File: src/gpio_defines.svh
//------------------------------
// GPIO LED controller parameters
// Bus widths, LED count, field widths and register map
//------------------------------
`ifndef GPIO_DEFINES_SVH
`define GPIO_DEFINES_SVH

// Wishbone bus
`define GPIO_BUS_ADRS_BIT   32
`define GPIO_BUS_DATA_BIT   32

// Block field sits at adr[15:8]
`define GPIO_BLOCK_LSB      8
`define GPIO_BLOCK_MAP_BIT  8
`define GPIO_ADRS_MAP       8'h01
`define GPIO_OFS_BIT        8    // Word offset inside the block

// LED channels
`define GPIO_LED_NUM        5
`define GPIO_MODE_BIT       2
`define GPIO_IVTIMER_BIT    16

// Register offsets
`define GPIO_OFS_EN         8'h00
`define GPIO_OFS_MODE       8'h04
`define GPIO_OFS_IVT0       8'h1C   // IVT1 to IVT4 follow in steps of 4
`define GPIO_OFS_STEP       4

`endif

File: src/busPkg.sv
//------------------------------
// Wishbone bus types
// Address, data and byte select words of the slave port
//------------------------------
`default_nettype none

`include "gpio_defines.svh"

package busPkg;

	// Address word
	typedef logic [`GPIO_BUS_ADRS_BIT-1:0] wbAdrs;

	// Data word, used for both directions and for bit masks
	typedef logic [`GPIO_BUS_DATA_BIT-1:0] wbData;

	typedef logic [`GPIO_BUS_DATA_BIT/8-1:0] wbSel;   // One bit per byte lane

endpackage

`default_nettype wire

File: src/gpioPkg.sv
//------------------------------
// LED controller types
// LED vector, interval divider and flash modes
//------------------------------
`default_nettype none

`include "gpio_defines.svh"

package gpioPkg;

	typedef logic [`GPIO_LED_NUM-1:0] ledVec;          // One bit per LED
	typedef logic [`GPIO_IVTIMER_BIT-1:0] ivTimer;     // Cycles between ticks, minus one

	// Flash mode shared by all channels
	typedef enum logic [`GPIO_MODE_BIT-1:0]
	{
		modeSteady = 2'd0,   // On while enabled
		modeBlink  = 2'd1,   // Toggles at each tick
		modeStrobe = 2'd2,   // One cycle pulse per tick
		modeOff    = 2'd3    // Dark
	} flashMode;

endpackage

`default_nettype wire

File: src/wbSlavePort.sv
//------------------------------
// Wishbone classic slave port
// Turns bus cycles into single cycle register strobes
// and answers each request with one ack or err
//------------------------------
`timescale 1ns/1ps
`default_nettype none

module wbSlavePort
(
	input  wire                iSysClk,
	input  wire                rstN,
	// Wishbone classic
	input  wire                cyc,
	input  wire                stb,
	input  wire                we,
	input  wire busPkg::wbAdrs adr,
	input  wire busPkg::wbSel  sel,
	input  wire busPkg::wbData datW,
	output busPkg::wbData      datR,
	output logic               ack,
	output logic               err,
	// Register block side
	output logic               wrStb,
	output logic               rdStb,
	output busPkg::wbData      wrMask,
	output busPkg::wbAdrs      csrAdrs,
	input  wire busPkg::wbData csrData
);

	logic busy;      // Request already served, wait for stb to drop
	logic newReq;
	logic aligned;

	//------------------------------
	// Request detect
	//------------------------------
	assign aligned = (adr[1:0] == 2'b00);
	assign newReq  = cyc & stb & ~busy;

	// Strobes only for word aligned accesses
	assign wrStb = newReq & aligned & we;
	assign rdStb = newReq & aligned & ~we;

	always_ff @(posedge iSysClk or negedge rstN)
	begin
		if (!rstN)
		begin
			ack  <= 1'b0;
			err  <= 1'b0;
			busy <= 1'b0;
		end
		else
		begin
			ack  <= newReq & aligned;    // High for one cycle
			err  <= newReq & ~aligned;
			busy <= cyc & stb;           // Cleared once the master lets go
		end
	end

	//------------------------------
	// Data paths
	//------------------------------
	always_comb
	begin
		for (int i = 0; i < $bits(busPkg::wbSel); i++)
			wrMask[8*i +: 8] = {8{sel[i]}};
	end

	assign csrAdrs = adr;
	assign datR    = csrData;   // Already registered in the CSR block

endmodule

`default_nettype wire

File: src/gpioCsr.sv
//------------------------------
// GPIO control and status registers
// Block decode, byte masked writes and registered reads
// Every output to the LED channels comes straight from a register
//------------------------------
`timescale 1ns/1ps
`default_nettype none

`include "gpio_defines.svh"

module gpioCsr
(
	input  wire                iSysClk,
	input  wire                rstN,
	input  wire                wrStb,
	input  wire                rdStb,
	input  wire busPkg::wbAdrs adrs,
	input  wire busPkg::wbData wrData,
	input  wire busPkg::wbData wrMask,
	output busPkg::wbData      rdData,
	output gpioPkg::ledVec     ledEn,
	output gpioPkg::flashMode  mode,
	output gpioPkg::ivTimer    ivTimer0,
	output gpioPkg::ivTimer    ivTimer1,
	output gpioPkg::ivTimer    ivTimer2,
	output gpioPkg::ivTimer    ivTimer3,
	output gpioPkg::ivTimer    ivTimer4
);

	gpioPkg::ledVec    enReg;
	gpioPkg::flashMode modeReg;
	gpioPkg::ivTimer   ivtReg [`GPIO_LED_NUM];

	logic                     blockHit;
	logic                     enHit;
	logic                     modeHit;
	logic [`GPIO_LED_NUM-1:0] ivtHit;

	busPkg::wbData enMerged;
	busPkg::wbData modeMerged;
	busPkg::wbData ivtMerged [`GPIO_LED_NUM];
	busPkg::wbData rdSel;

	// Keep unselected bytes, take selected ones from the bus
	function automatic busPkg::wbData mergeWord
	(
		input busPkg::wbData oldVal,
		input busPkg::wbData newVal,
		input busPkg::wbData mask
	);
		return (oldVal & ~mask) | (newVal & mask);
	endfunction

	//------------------------------
	// Address decode
	//------------------------------
	always_comb
	begin
		blockHit = (adrs[`GPIO_BLOCK_LSB +: `GPIO_BLOCK_MAP_BIT] == `GPIO_ADRS_MAP);
		enHit    = blockHit && (adrs[`GPIO_OFS_BIT-1:0] == `GPIO_OFS_EN);
		modeHit  = blockHit && (adrs[`GPIO_OFS_BIT-1:0] == `GPIO_OFS_MODE);
		for (int i = 0; i < `GPIO_LED_NUM; i++)
			ivtHit[i] = blockHit && (adrs[`GPIO_OFS_BIT-1:0] ==
				`GPIO_OFS_IVT0 + `GPIO_OFS_BIT'(`GPIO_OFS_STEP * i));
	end

	always_comb
	begin
		enMerged   = mergeWord(busPkg::wbData'(enReg), wrData, wrMask);
		modeMerged = mergeWord(busPkg::wbData'(modeReg), wrData, wrMask);
		for (int i = 0; i < `GPIO_LED_NUM; i++)
			ivtMerged[i] = mergeWord(busPkg::wbData'(ivtReg[i]), wrData, wrMask);
	end

	//------------------------------
	// Register write
	//------------------------------
	always_ff @(posedge iSysClk or negedge rstN)
	begin
		if (!rstN)
		begin
			enReg   <= '0;
			modeReg <= gpioPkg::modeSteady;
			for (int i = 0; i < `GPIO_LED_NUM; i++)
				ivtReg[i] <= '1;   // Slowest interval
		end
		else if (wrStb)
		begin
			if (enHit)
				enReg <= gpioPkg::ledVec'(enMerged);
			if (modeHit)
				modeReg <= gpioPkg::flashMode'(modeMerged[`GPIO_MODE_BIT-1:0]);
			for (int i = 0; i < `GPIO_LED_NUM; i++)
				if (ivtHit[i])
					ivtReg[i] <= gpioPkg::ivTimer'(ivtMerged[i]);
		end
	end

	//------------------------------
	// Register read
	//------------------------------
	always_comb
	begin
		rdSel = '0;   // Unmapped offsets and other blocks read zero
		if (enHit)
			rdSel = busPkg::wbData'(enReg);
		if (modeHit)
			rdSel = busPkg::wbData'(modeReg);
		for (int i = 0; i < `GPIO_LED_NUM; i++)
			if (ivtHit[i])
				rdSel = busPkg::wbData'(ivtReg[i]);
	end

	always_ff @(posedge iSysClk or negedge rstN)
	begin
		if (!rstN)
			rdData <= '0;
		else if (rdStb)
			rdData <= rdSel;   // Valid with ack
	end

	assign ledEn    = enReg;
	assign mode     = modeReg;
	assign ivTimer0 = ivtReg[0];
	assign ivTimer1 = ivtReg[1];
	assign ivTimer2 = ivtReg[2];
	assign ivTimer3 = ivtReg[3];
	assign ivTimer4 = ivtReg[4];

endmodule

`default_nettype wire

File: src/ledChannel.sv
//------------------------------
// One LED channel
// Interval divider and flash pattern generator
//------------------------------
`timescale 1ns/1ps
`default_nettype none

module ledChannel
(
	input  wire                    iSysClk,
	input  wire                    rstN,
	input  wire                    en,
	input  wire gpioPkg::flashMode mode,
	input  wire gpioPkg::ivTimer   interval,
	output logic                   led
);

	gpioPkg::ivTimer cnt;
	logic            tick;
	logic            phase;   // Blink level

	// Tick every interval plus one cycles
	assign tick = en && (cnt == '0);

	//------------------------------
	// Interval divider
	//------------------------------
	always_ff @(posedge iSysClk or negedge rstN)
	begin
		if (!rstN)
		begin
			cnt   <= '0;
			phase <= 1'b0;
		end
		else if (!en)
		begin
			cnt   <= interval;   // Held until enabled
			phase <= 1'b0;
		end
		else if (tick)
		begin
			cnt   <= interval;   // New interval only lands here
			phase <= ~phase;
		end
		else
			cnt <= cnt - gpioPkg::ivTimer'(1);
	end

	//------------------------------
	// LED level
	//------------------------------
	always_ff @(posedge iSysClk or negedge rstN)
	begin
		if (!rstN)
			led <= 1'b0;
		else if (!en)
			led <= 1'b0;
		else
			case (mode)
				gpioPkg::modeSteady: led <= 1'b1;
				gpioPkg::modeBlink:  led <= phase ^ tick;   // Follows the new phase
				gpioPkg::modeStrobe: led <= tick;
				default:             led <= 1'b0;
			endcase
	end

endmodule

`default_nettype wire

File: src/gpioTop.sv
//------------------------------
// GPIO LED controller top
// Wishbone slave, register block and five LED channels
//------------------------------
`timescale 1ns/1ps
`default_nettype none

`include "gpio_defines.svh"

module gpioTop
(
	input  wire                iSysClk,
	input  wire                rstN,
	// Wishbone classic slave
	input  wire                cyc,
	input  wire                stb,
	input  wire                we,
	input  wire busPkg::wbAdrs adr,
	input  wire busPkg::wbSel  sel,
	input  wire busPkg::wbData datW,
	output wire busPkg::wbData datR,
	output wire                ack,
	output wire                err,
	// LED pins
	output wire gpioPkg::ledVec led
);

	logic              wrStb;
	logic              rdStb;
	busPkg::wbData     wrMask;
	busPkg::wbAdrs     csrAdrs;
	busPkg::wbData     csrRdData;
	gpioPkg::ledVec    ledEn;
	gpioPkg::flashMode mode;
	gpioPkg::ivTimer   ivt [`GPIO_LED_NUM];

	wbSlavePort uPort
	(
		.iSysClk(iSysClk), .rstN(rstN),
		.cyc(cyc), .stb(stb), .we(we), .adr(adr), .sel(sel), .datW(datW),
		.datR(datR), .ack(ack), .err(err),
		.wrStb(wrStb), .rdStb(rdStb), .wrMask(wrMask),
		.csrAdrs(csrAdrs), .csrData(csrRdData)
	);

	gpioCsr uCsr
	(
		.iSysClk(iSysClk), .rstN(rstN),
		.wrStb(wrStb), .rdStb(rdStb), .adrs(csrAdrs),
		.wrData(datW), .wrMask(wrMask), .rdData(csrRdData),
		.ledEn(ledEn), .mode(mode),
		.ivTimer0(ivt[0]), .ivTimer1(ivt[1]), .ivTimer2(ivt[2]),
		.ivTimer3(ivt[3]), .ivTimer4(ivt[4])
	);

	// One channel per LED pin
	for (genvar i = 0; i < `GPIO_LED_NUM; i++)
	begin : gChan
		ledChannel uChan
		(
			.iSysClk(iSysClk), .rstN(rstN),
			.en(ledEn[i]), .mode(mode), .interval(ivt[i]), .led(led[i])
		);
	end

endmodule

`default_nettype wire

File: config.mk
export PLATFORM = sky130hd
export DESIGN_NAME = gpioTop
export DESIGN_NICKNAME = d
export VERILOG_FILES = /design/src/busPkg.sv /design/src/gpioPkg.sv /design/src/wbSlavePort.sv /design/src/gpioCsr.sv /design/src/ledChannel.sv /design/src/gpioTop.sv
export VERILOG_INCLUDE_DIRS = /design/src
export SDC_FILE = /design/constraint.sdc
export NUM_CORES = 1
export LEC_CHECK = 0
export ABC_AREA = 1
export BUFFER_PORTS_ARGS = -buffer_cell sky130_fd_sc_hd__buf_2
export CAP_MARGIN = 20
export CORE_AREA = 2 2 146 148
export CTS_CLUSTER_SIZE = 12
export DETAILED_ROUTE_END_ITERATION = 10
export DIE_AREA = 0 0 148 150
export PLACE_DENSITY = 0.79
export SLEW_MARGIN = 20
export SYNTH_ARGS = -nofsm -noshare
export SYNTH_HDL_FRONTEND = slang
export SYNTH_HIERARCHICAL = 1
export SYNTH_SLANG_ARGS = --single-unit
File: constraint.sdc
create_clock -name iSysClk -period 2.8 [get_ports iSysClk]
set_input_delay 0.28 -clock iSysClk [delete_from_list [all_inputs] [get_ports iSysClk]]
set_output_delay 0.28 -clock iSysClk [all_outputs]
set_load 0.01 [all_outputs]
# == After elaboration in Yosys (flattened, before gate mapping) ==
# Index checks and enable logic that the tools add are counted.
# totals
regBits,212
out_inout_bits,39
# classes
n_addsub,5
eq_ne,14
n_mux,37
bitwise,35
reduce_logical,27
# op_table
cell,count
$mux W32,6
$mux W16,10
$and A16 B16 Y16,6
$logic_not A16 Y1,5
$or A16 B16 Y16,5
$sub A16 B1 Y16 const B,5
$eq A8 B6 Y1 const B,4
$not A16 Y16,1
$mux W1,15
$pmux W1 S3,5
$reduce_and A2 Y1,7
$logic_and A1 B1 Y1,12
$ne A2 B1 Y1 const B,5
$eq A8 B1 Y1 const B,1
$eq A8 B3 Y1 const B,1
$eq A8 B5 Y1 const B,1
$logic_not A8 Y1,1
$not A1 Y1,8
$and A1 B1 Y1,6
$and A5 B5 Y5,1
$mux W5,1
$or A5 B5 Y5,1
$xor A1 B1 Y1,5
$logic_not A2 Y1,2
4 further kinds,4

# == Logic depth before layout (Yosys ltp) ==
# Gate-level depths: netlist of the first run.
# depth
word_depth,9
depth_mapped,14
mapped_depth_nobuf,12

# == Cells and area by module ==
# Netlist of the first run, hierarchy kept.
# by_module_without_submodules
module,n_inst,cells_each,area_each_um2
gpioCsr,1,644,5247.5
ledChannel (gChan[1].uChan ...),4,165,1212.4
ledChannel (gChan[0].uChan),1,162,1176.1
wbSlavePort,1,109,844.6

# == Least setup slack after synthesis of the first run ==
# No wires, ideal clock.
# synth_path
path_kind,flip-flop to flip-flop
from,reg uPort.busy
to,reg (tool-made name)
arrival_ns,1.533
setup_slack_ns,1.185
stages_incl_launch_ff,8
path_buffers,0
cell_sequence,dfrtp_1 > nor2_2 > nand2_2 > nor2_1 > inv_1 > nor3_4 > a21oi_1 > a31oi_1
# synth_lines
item,line,text
from (decl),wbSlavePort.sv:31,logic busy;
from (signal assigned),wbSlavePort.sv:57,busy <= cyc & stb;

==> impl_metrics.xml, run 1 <==
<?xml version="1.0" encoding="UTF-8"?>
<metrics>
  <group name="timing">
    <metric name="rsz0062_at_grt" unit="">no</metric>
    <metric name="report.final.slew_viol_count" unit="">0</metric>
    <metric name="max_freq" unit="GHz">0.496</metric>
    <metric name="timing.final.crit_share" unit="%">72.1</metric>
    <metric name="clock-skew-final" unit="ps">11.3</metric>
    <metric name="tightest_slew" unit="ps">720</metric>
    <metric name="final-setup-viol-count" unit="">0</metric>
    <metric name="setup_ws" unit="ps">782</metric>
    <metric name="setup_total_negative_slack" unit="ps">0</metric>
    <metric name="fin_crit" unit="ps">2020</metric>
    <metric name="timing.max_slew.rel_slack" unit="%">52.0</metric>
    <metric name="report.final.hold_viol_count" unit="">0</metric>
  </group>
  <group name="critical_path">
    <metric name="cpLargestDelayFamily" unit="">simple AND/OR/NAND/NOR gates</metric>
    <metric name="timing.critical_path.cells" unit="">nor2_2 -&gt; nand2_2 -&gt; nor2_1 -&gt; inv_1 -&gt; nor2_4 -&gt; nand2_1 -&gt; o21ai_0</metric>
    <metric name="critPathKind" unit="">reg2reg</metric>
    <metric name="critical-path-max-stage-delay" unit="ps">440</metric>
    <metric name="end_kind" unit="">flip-flop</metric>
    <metric name="worst-path-buf-inv" unit="">1</metric>
    <metric name="worstPathMaxFanout" unit="">16</metric>
    <metric name="worst-endpoint-required" unit="ps">3160</metric>
    <metric name="timing.critical_path.from_type" unit="">flip-flop</metric>
    <metric name="arrival" unit="ps">2380</metric>
    <metric name="cp_slowest_cell" unit="">nor2_4</metric>
  </group>
  <group name="power_and_ir_drop">
    <metric name="power.ir.vdd_worst" unit="uV">430</metric>
    <metric name="power.switching" unit="mW">1.33</metric>
    <metric name="internal_power" unit="mW">4.22</metric>
    <metric name="total_power" unit="mW">5.56</metric>
    <metric name="seqPwrFrac" unit="%">51.1</metric>
    <metric name="power_density" unit="nW/um2">449</metric>
    <metric name="power.static_leakage" unit="nW">6.39</metric>
    <metric name="power_frac_comb" unit="%">3.7</metric>
    <metric name="switching_share" unit="%">24.0</metric>
    <metric name="clock_power_share" unit="%">45.2</metric>
  </group>
  <group name="clock_network">
    <metric name="worst_setup_hold_path_clk_slew" unit="ps">70</metric>
    <metric name="clock_sinks" unit="">196</metric>
    <metric name="tritoncts.num_buffers" unit="">17</metric>
    <metric name="clk_path_buf_depth" unit="">2</metric>
    <metric name="clockRootBuffer" unit="">clkbuf_16</metric>
    <metric name="cts_h_tree_depth" unit="">4</metric>
    <metric name="cts_tree" unit="">yes</metric>
    <metric name="clkLatencyLatePin" unit="ps">450</metric>
  </group>
  <group name="floorplan">
    <metric name="area_of_the_core" unit="um2">20700</metric>
    <metric name="io_pins" unit="">112</metric>
    <metric name="chipHeight" unit="um">150</metric>
    <metric name="fp.dieArea" unit="um2">22200</metric>
    <metric name="initial_util" unit="%">57.4</metric>
    <metric name="die_x" unit="um">148</metric>
    <metric name="placementRows" unit="">53</metric>
  </group>
  <group name="layout">
    <metric name="layout-area-overhead-vs-synth" unit="%">4.27</metric>
    <metric name="insertedDiodeCount" unit="">0</metric>
    <metric name="drive_above_1_share" unit="%">21.3</metric>
    <metric name="post-route-util" unit="%">59.9</metric>
    <metric name="final-instance-count-excl-fill" unit="">1819</metric>
    <metric name="final_nets" unit="">1614</metric>
  </group>
  <group name="route">
    <metric name="drc" unit="">0</metric>
    <metric name="detail_route.first_pass.iterations" unit="">6</metric>
    <metric name="routed-via-count" unit="">9980</metric>
    <metric name="vias_per_cell" unit="">5.49</metric>
    <metric name="initialDrtViolationCount" unit="">990</metric>
    <metric name="wire_per_inst" unit="um">16.0</metric>
    <metric name="ant_nets" unit="">0</metric>
    <metric name="drt_wirelength" unit="um">29100</metric>
  </group>
  <group name="yosys">
    <metric name="synth.yosys.warnings" unit="">6</metric>
    <metric name="synth_cells" unit="">1543</metric>
    <metric name="synth.cell_area" unit="um2">11900</metric>
    <metric name="postSynthAreaPerCell" unit="um2">7.70</metric>
  </group>
  <group name="place">
    <metric name="dp_hpwl" unit="um">20600</metric>
    <metric name="post-place-cells" unit="">1786</metric>
    <metric name="place_ws" unit="ps">749</metric>
    <metric name="io_buffer_count" unit="">61</metric>
    <metric name="gpl.final_weighted_congestion" unit="">0.910</metric>
  </group>
  <group name="flow_run">
    <metric name="drv.max_cap_violation_count" unit="">0</metric>
  </group>
  <group name="grt">
    <metric name="globalRouteOverflowTotal" unit="">0</metric>
    <metric name="initial_antenna_violation_count" unit="">0</metric>
    <metric name="grt_max_degree" unit="">76</metric>
    <metric name="grtUsageTotal" unit="%">26.7</metric>
    <metric name="number_of_global_route_vias_before_repair" unit="">9055</metric>
    <metric name="grt_pass1_wl" unit="um">46500</metric>
  </group>
  <group name="run_status">
    <metric name="outcome" unit="">finished clean</metric>
  </group>
  <group name="min_path">
    <metric name="min-delay-path-class" unit="">in2reg</metric>
  </group>
</metrics>
-- worst reg2reg max path: stages (launching register included) --
cell     delay, ps
dfrtp_1        400
nor2_2         120
nand2_2         60
nor2_1         270
inv_1          300
nor2_4         450
nand2_1        140
o21ai_0        200
-- path summary, 6_finish.rpt --
check / from / end / slack, ps / depth (start not counted)
min: stb / uPort/busy$_DFF_PN0_ / 50 / 3
min in group asynchronous: rstN / gChan[0].uChan/led$_DFF_PN0_ / 420 / 2
max reg2reg: uPort/busy$_DFF_PN0_ / flip-flop / 780 / 7
min reg2reg: uPort/busy$_DFF_PN0_ / uPort/err$_DFF_PN0_ / 470 / 1
max in group asynchronous: rstN / asynchronous set/reset pin / 1530 / 3
max: uPort/busy$_DFF_PN0_ / flip-flop / 780 / 7
-- power groups by stage --
| stage | sequential [mW] | combinational, mW | clock, mW |
|---|---|---|---|
| after floorplan | 2.89 | 0.135 | 0 |
| after global placement | 2.89 | 0.203 | 0 |
| after detailed placement | 2.89 | 0.205 | 0 |
| after CTS | 2.84 | 0.206 | 2.54 |
| after global routing | 2.84 | 0.228 | 2.65 |
| final | 2.84 | 0.207 | 2.51 |
-- cell usage in the layout (no fill, tap or decap), drive strengths merged, types with 16 or more instances in the layout --
cell,count
xnor2,19
clkbuf,19
nand4,24
nand2,415
buf,69
xor2,26
inv,197
dfstp,80
conb,16
dfrtp,116
a21oi,90
nand3,66
o21ai,117
a31oi,37
nor2,218
-- stage by stage --
stage          hold slack [ps]  cell area (um2)
3_3_place_gp               356            11800
5_1_grt                   78.2            12400
2_1_floorplan            -15.6            11900
6_report                  53.1            12400
3_5_place_dp               358            11800
4_1_cts                   45.8            12400
-- routing by layer --
metal / track usage (%) / vias to the layer above / part of all wire (%)
met3: 3.54 / 67 / 6.8
met2: 42.2 / 429 / 47
met1: 37.1 / 4714 / 43
met5: 0 / - / 0
li1: - / 4770 / -
met4: 11.4 / 0 / 3.5
-- final cells by class --
| class | instances | area, um2 |
|---|---|---|
| clock inverter | 14 | 166 |
| clock buffer | 18 | 429 |
| multi-input combinational | 1053 | 5300 |
| inverter | 192 | 721 |
| timing repair buffer | 71 | 417 |
| sequential | 196 | 5000 |
| tap | 275 | 344 |
| fill | 1819 | 8310 |
-- timing repair --
item | CTS | global route
gates resized for setup | 0 | 0
hold buffers | 1 | 0
setup buffers | 0 | 0
hold endpoints to repair | 60 | 0
Note: power is estimated with default switching activity, not from simulation.
==> inputs of run 2 (changes only) <==
Settings changed: CORE_AREA 2 2 146 148 to 2 2 152 154, DIE_AREA 0 0 148 150 to 0 0 154 156, PLACE_DENSITY 0.79 to 0.77.
Clock period 2.8 ns to 1.8 ns, I/O delays scaled along.
==> run 2 against run 1 <==
  * Clock power increased by 48%
  * Largest cell class unchanged
  * Critical path depth increased by 1
  * Largest power group unchanged
  * Sequential power increased by 55%
  * Highest routed layer unchanged
==> impl_metrics.xml, run 2 (synthesized netlist as in run 1, its figures left out) <==
<?xml version="1.0" encoding="UTF-8"?>
<metrics>
  <group name="timing">
    <metric name="max_freq" unit="GHz">0.594</metric>
    <metric name="final-setup-viol-count" unit="">0</metric>
    <metric name="fin_crit" unit="ps">1680</metric>
    <metric name="setup_total_negative_slack" unit="ps">0</metric>
    <metric name="timing.final.crit_share" unit="%">93.6</metric>
    <metric name="report.final.slew_viol_count" unit="">0</metric>
    <metric name="report.final.hold_viol_count" unit="">0</metric>
    <metric name="rsz0062_at_grt" unit="">no</metric>
    <metric name="tightest_slew" unit="ps">571</metric>
    <metric name="timing.max_slew.rel_slack" unit="%">61.9</metric>
    <metric name="clock-skew-final" unit="ps">15.6</metric>
  </group>
  <group name="route">
    <metric name="initialDrtViolationCount" unit="">879</metric>
    <metric name="ant_nets" unit="">0</metric>
    <metric name="wl_met3" unit="um">2200</metric>
    <metric name="detail_route.first_pass.iterations" unit="">7</metric>
    <metric name="top_signal_layer_used" unit="">met4</metric>
    <metric name="drc" unit="">0</metric>
    <metric name="wire_per_inst" unit="um">15.8</metric>
    <metric name="routed-via-count" unit="">9985</metric>
    <metric name="detail_route.wirelength.met1" unit="um">12400</metric>
    <metric name="vias_per_cell" unit="">5.37</metric>
    <metric name="detailroute.wirelength.met2" unit="um">13800</metric>
    <metric name="drt_wirelength" unit="um">29400</metric>
  </group>
  <group name="clock_network">
    <metric name="cts_tree" unit="">yes</metric>
    <metric name="clk_path_buf_depth" unit="">2</metric>
    <metric name="tritoncts.num_buffers" unit="">17</metric>
    <metric name="clockRootBuffer" unit="">clkbuf_16</metric>
    <metric name="cts_h_tree_depth" unit="">4</metric>
    <metric name="clock_sinks" unit="">196</metric>
    <metric name="clkLatencyLatePin" unit="ps">440</metric>
    <metric name="worst_setup_hold_path_clk_slew" unit="ps">80</metric>
  </group>
  <group name="critical_path">
    <metric name="worst-endpoint-required" unit="ps">2120</metric>
    <metric name="arrival" unit="ps">2010</metric>
    <metric name="worstPathMaxFanout" unit="">5</metric>
    <metric name="critPathKind" unit="">reg2reg</metric>
    <metric name="crit_start" unit="">gChan[2].uChan/cnt[0]$_DFF_PN0_</metric>
    <metric name="timing.critical_path.cells" unit="">inv_1 -&gt; ha_1 -&gt; nand2_1 -&gt; nor2_2 -&gt; nand2_1 -&gt; xor2_1 -&gt; nand2_1 -&gt; nand2_1</metric>
    <metric name="end_kind" unit="">flip-flop</metric>
    <metric name="critical-path-max-stage-delay" unit="ps">410</metric>
    <metric name="worst-path-buf-inv" unit="">1</metric>
    <metric name="r2r_start" unit="">gChan[2].uChan/cnt[0]$_DFF_PN0_</metric>
    <metric name="cpLargestDelayFamily" unit="">simple AND/OR/NAND/NOR gates</metric>
    <metric name="cp_slowest_cell" unit="">dfrtp_1</metric>
    <metric name="path_common_cell" unit="">nand2_1</metric>
    <metric name="timing.critical_path.from_type" unit="">flip-flop</metric>
  </group>
  <group name="min_path">
    <metric name="min-delay-path-class" unit="">in2reg</metric>
    <metric name="min_from" unit="">cyc</metric>
  </group>
  <group name="run_status">
    <metric name="outcome" unit="">finished clean</metric>
  </group>
  <group name="layout">
    <metric name="layout.cells.most_common_list" unit="">nand2_1, inv_1, nor2_1</metric>
    <metric name="insertedDiodeCount" unit="">0</metric>
    <metric name="final_nets" unit="">1646</metric>
    <metric name="layout.filler_cells" unit="">1962</metric>
    <metric name="final_common_cell" unit="">nand2_1</metric>
    <metric name="post-route-util" unit="%">57.0</metric>
    <metric name="drive_above_1_share" unit="%">22.9</metric>
    <metric name="layout-area-overhead-vs-synth" unit="%">7.24</metric>
  </group>
  <group name="place">
    <metric name="io_buffer_count" unit="">61</metric>
    <metric name="gpl.final_weighted_congestion" unit="">0.885</metric>
    <metric name="dp_hpwl" unit="um">21500</metric>
  </group>
  <group name="power_and_ir_drop">
    <metric name="power.ir.vdd_worst" unit="uV">654</metric>
    <metric name="power.static_leakage" unit="nW">6.54</metric>
    <metric name="power_density" unit="nW/um2">664</metric>
  </group>
  <group name="grt">
    <metric name="globalRouteOverflowTotal" unit="">0</metric>
    <metric name="initial_antenna_violation_count" unit="">0</metric>
    <metric name="grt_pass1_wl" unit="um">47200</metric>
    <metric name="grtUsageTotal" unit="%">24.9</metric>
    <metric name="grt_max_degree" unit="">55</metric>
    <metric name="number_of_global_route_vias_before_repair" unit="">9310</metric>
  </group>
  <group name="floorplan">
    <metric name="initial_util" unit="%">53.1</metric>
    <metric name="die_x" unit="um">154</metric>
    <metric name="io_pins" unit="">112</metric>
    <metric name="fp.dieArea" unit="um2">24000</metric>
    <metric name="placementRows" unit="">55</metric>
    <metric name="area_of_the_core" unit="um2">22400</metric>
    <metric name="chipHeight" unit="um">156</metric>
  </group>
  <group name="flow_run">
    <metric name="drv.max_cap_violation_count" unit="">0</metric>
  </group>
</metrics>
run 2: changes by cell type in the layout (fill, tap and decap cells not counted), sizes merged:
| cell | before | now |
|---|---|---|
| dlygate4sd3 | 1 | 4 |
| inv | 197 | 199 |
| clkinv | 4 | 3 |
| clkbuf | 19 | 20 |
| bufinv | 2 | 0 |
| buf | 69 | 98 |
run 2: worst paths after layout:
| kind | endpoint | slack (ps) | depth (start not counted) |
|---|---|---|---|
| setup / recovery | gChan[2].uChan/cnt[12]$_DFF_PN0_ | 120 | 8 |
| hold / removal | uPort/err$_DFF_PN0_ | 2 | 3 |
| setup reg to reg | gChan[2].uChan/cnt[12]$_DFF_PN0_ | 120 | 8 |
| hold reg to reg | uPort/err$_DFF_PN0_ | 470 | 1 |
| max in group asynchronous | asynchronous set/reset pin | 770 | 3 |
| min in group asynchronous | gChan[0].uChan/led$_DFF_PN0_ | 260 | 2 |
run 2: metrics by stage:
stage          instances  cell area, um2  hold slack, ps  setup WS (ps)  total power, mW
6_report            1861           12700            2.09            116             8.46
3_3_place_gp        1824           12100             184            106             4.82
2_1_floorplan       1558           11900            -116            185             4.70
4_1_cts             1860           12700            3.10           57.2             8.50
5_1_grt             1861           12700            8.27           9.75             8.71
3_5_place_dp        1824           12100             183           31.1             4.82
run 2: layout make-up:
type                            count  area (um2)  share of cell area [%]
Multi-Input combinational cell   1053        5320                    41.8
Sequential cell                   196        5000                    39.3
Tap cell                          285         357                    2.80
Clock buffer                       19         453                    3.56
Clock inverter                     13         113                   0.884
Timing Repair Buffer              103         764                    6.00
Inverter                          192         723                    5.68
run 2: worst min-delay path, cell delays in order:
cell,delay (ps)
buf_2,100
nand2_2,80
nor3_1,50
run 2: metal layers:
metal | GRT usage, % | vias up
li1 | - | 4835
met2 | 40.0 | 404
met4 | 10.5 | 0
met5 | 0 | -
met3 | 3.58 | 58
met1 | 33.9 | 4688
run 2: repair_timing:
item / in CTS / in global routing
hold endpoints to repair: 35 / 0
resized for setup: 0 / 5
buffers inserted: 0 / 1
hold buffers: 4 / 0
setup endpoints to repair: 0 / 19
run 2: where the power goes:
group / internal, mW / leakage [nW] / switching, mW
combinational: 0.0806 / 3.83 / 0.256
sequential: 4.41 / 2.44 / 0.00165
clock: 1.89 / 0.270 / 1.82
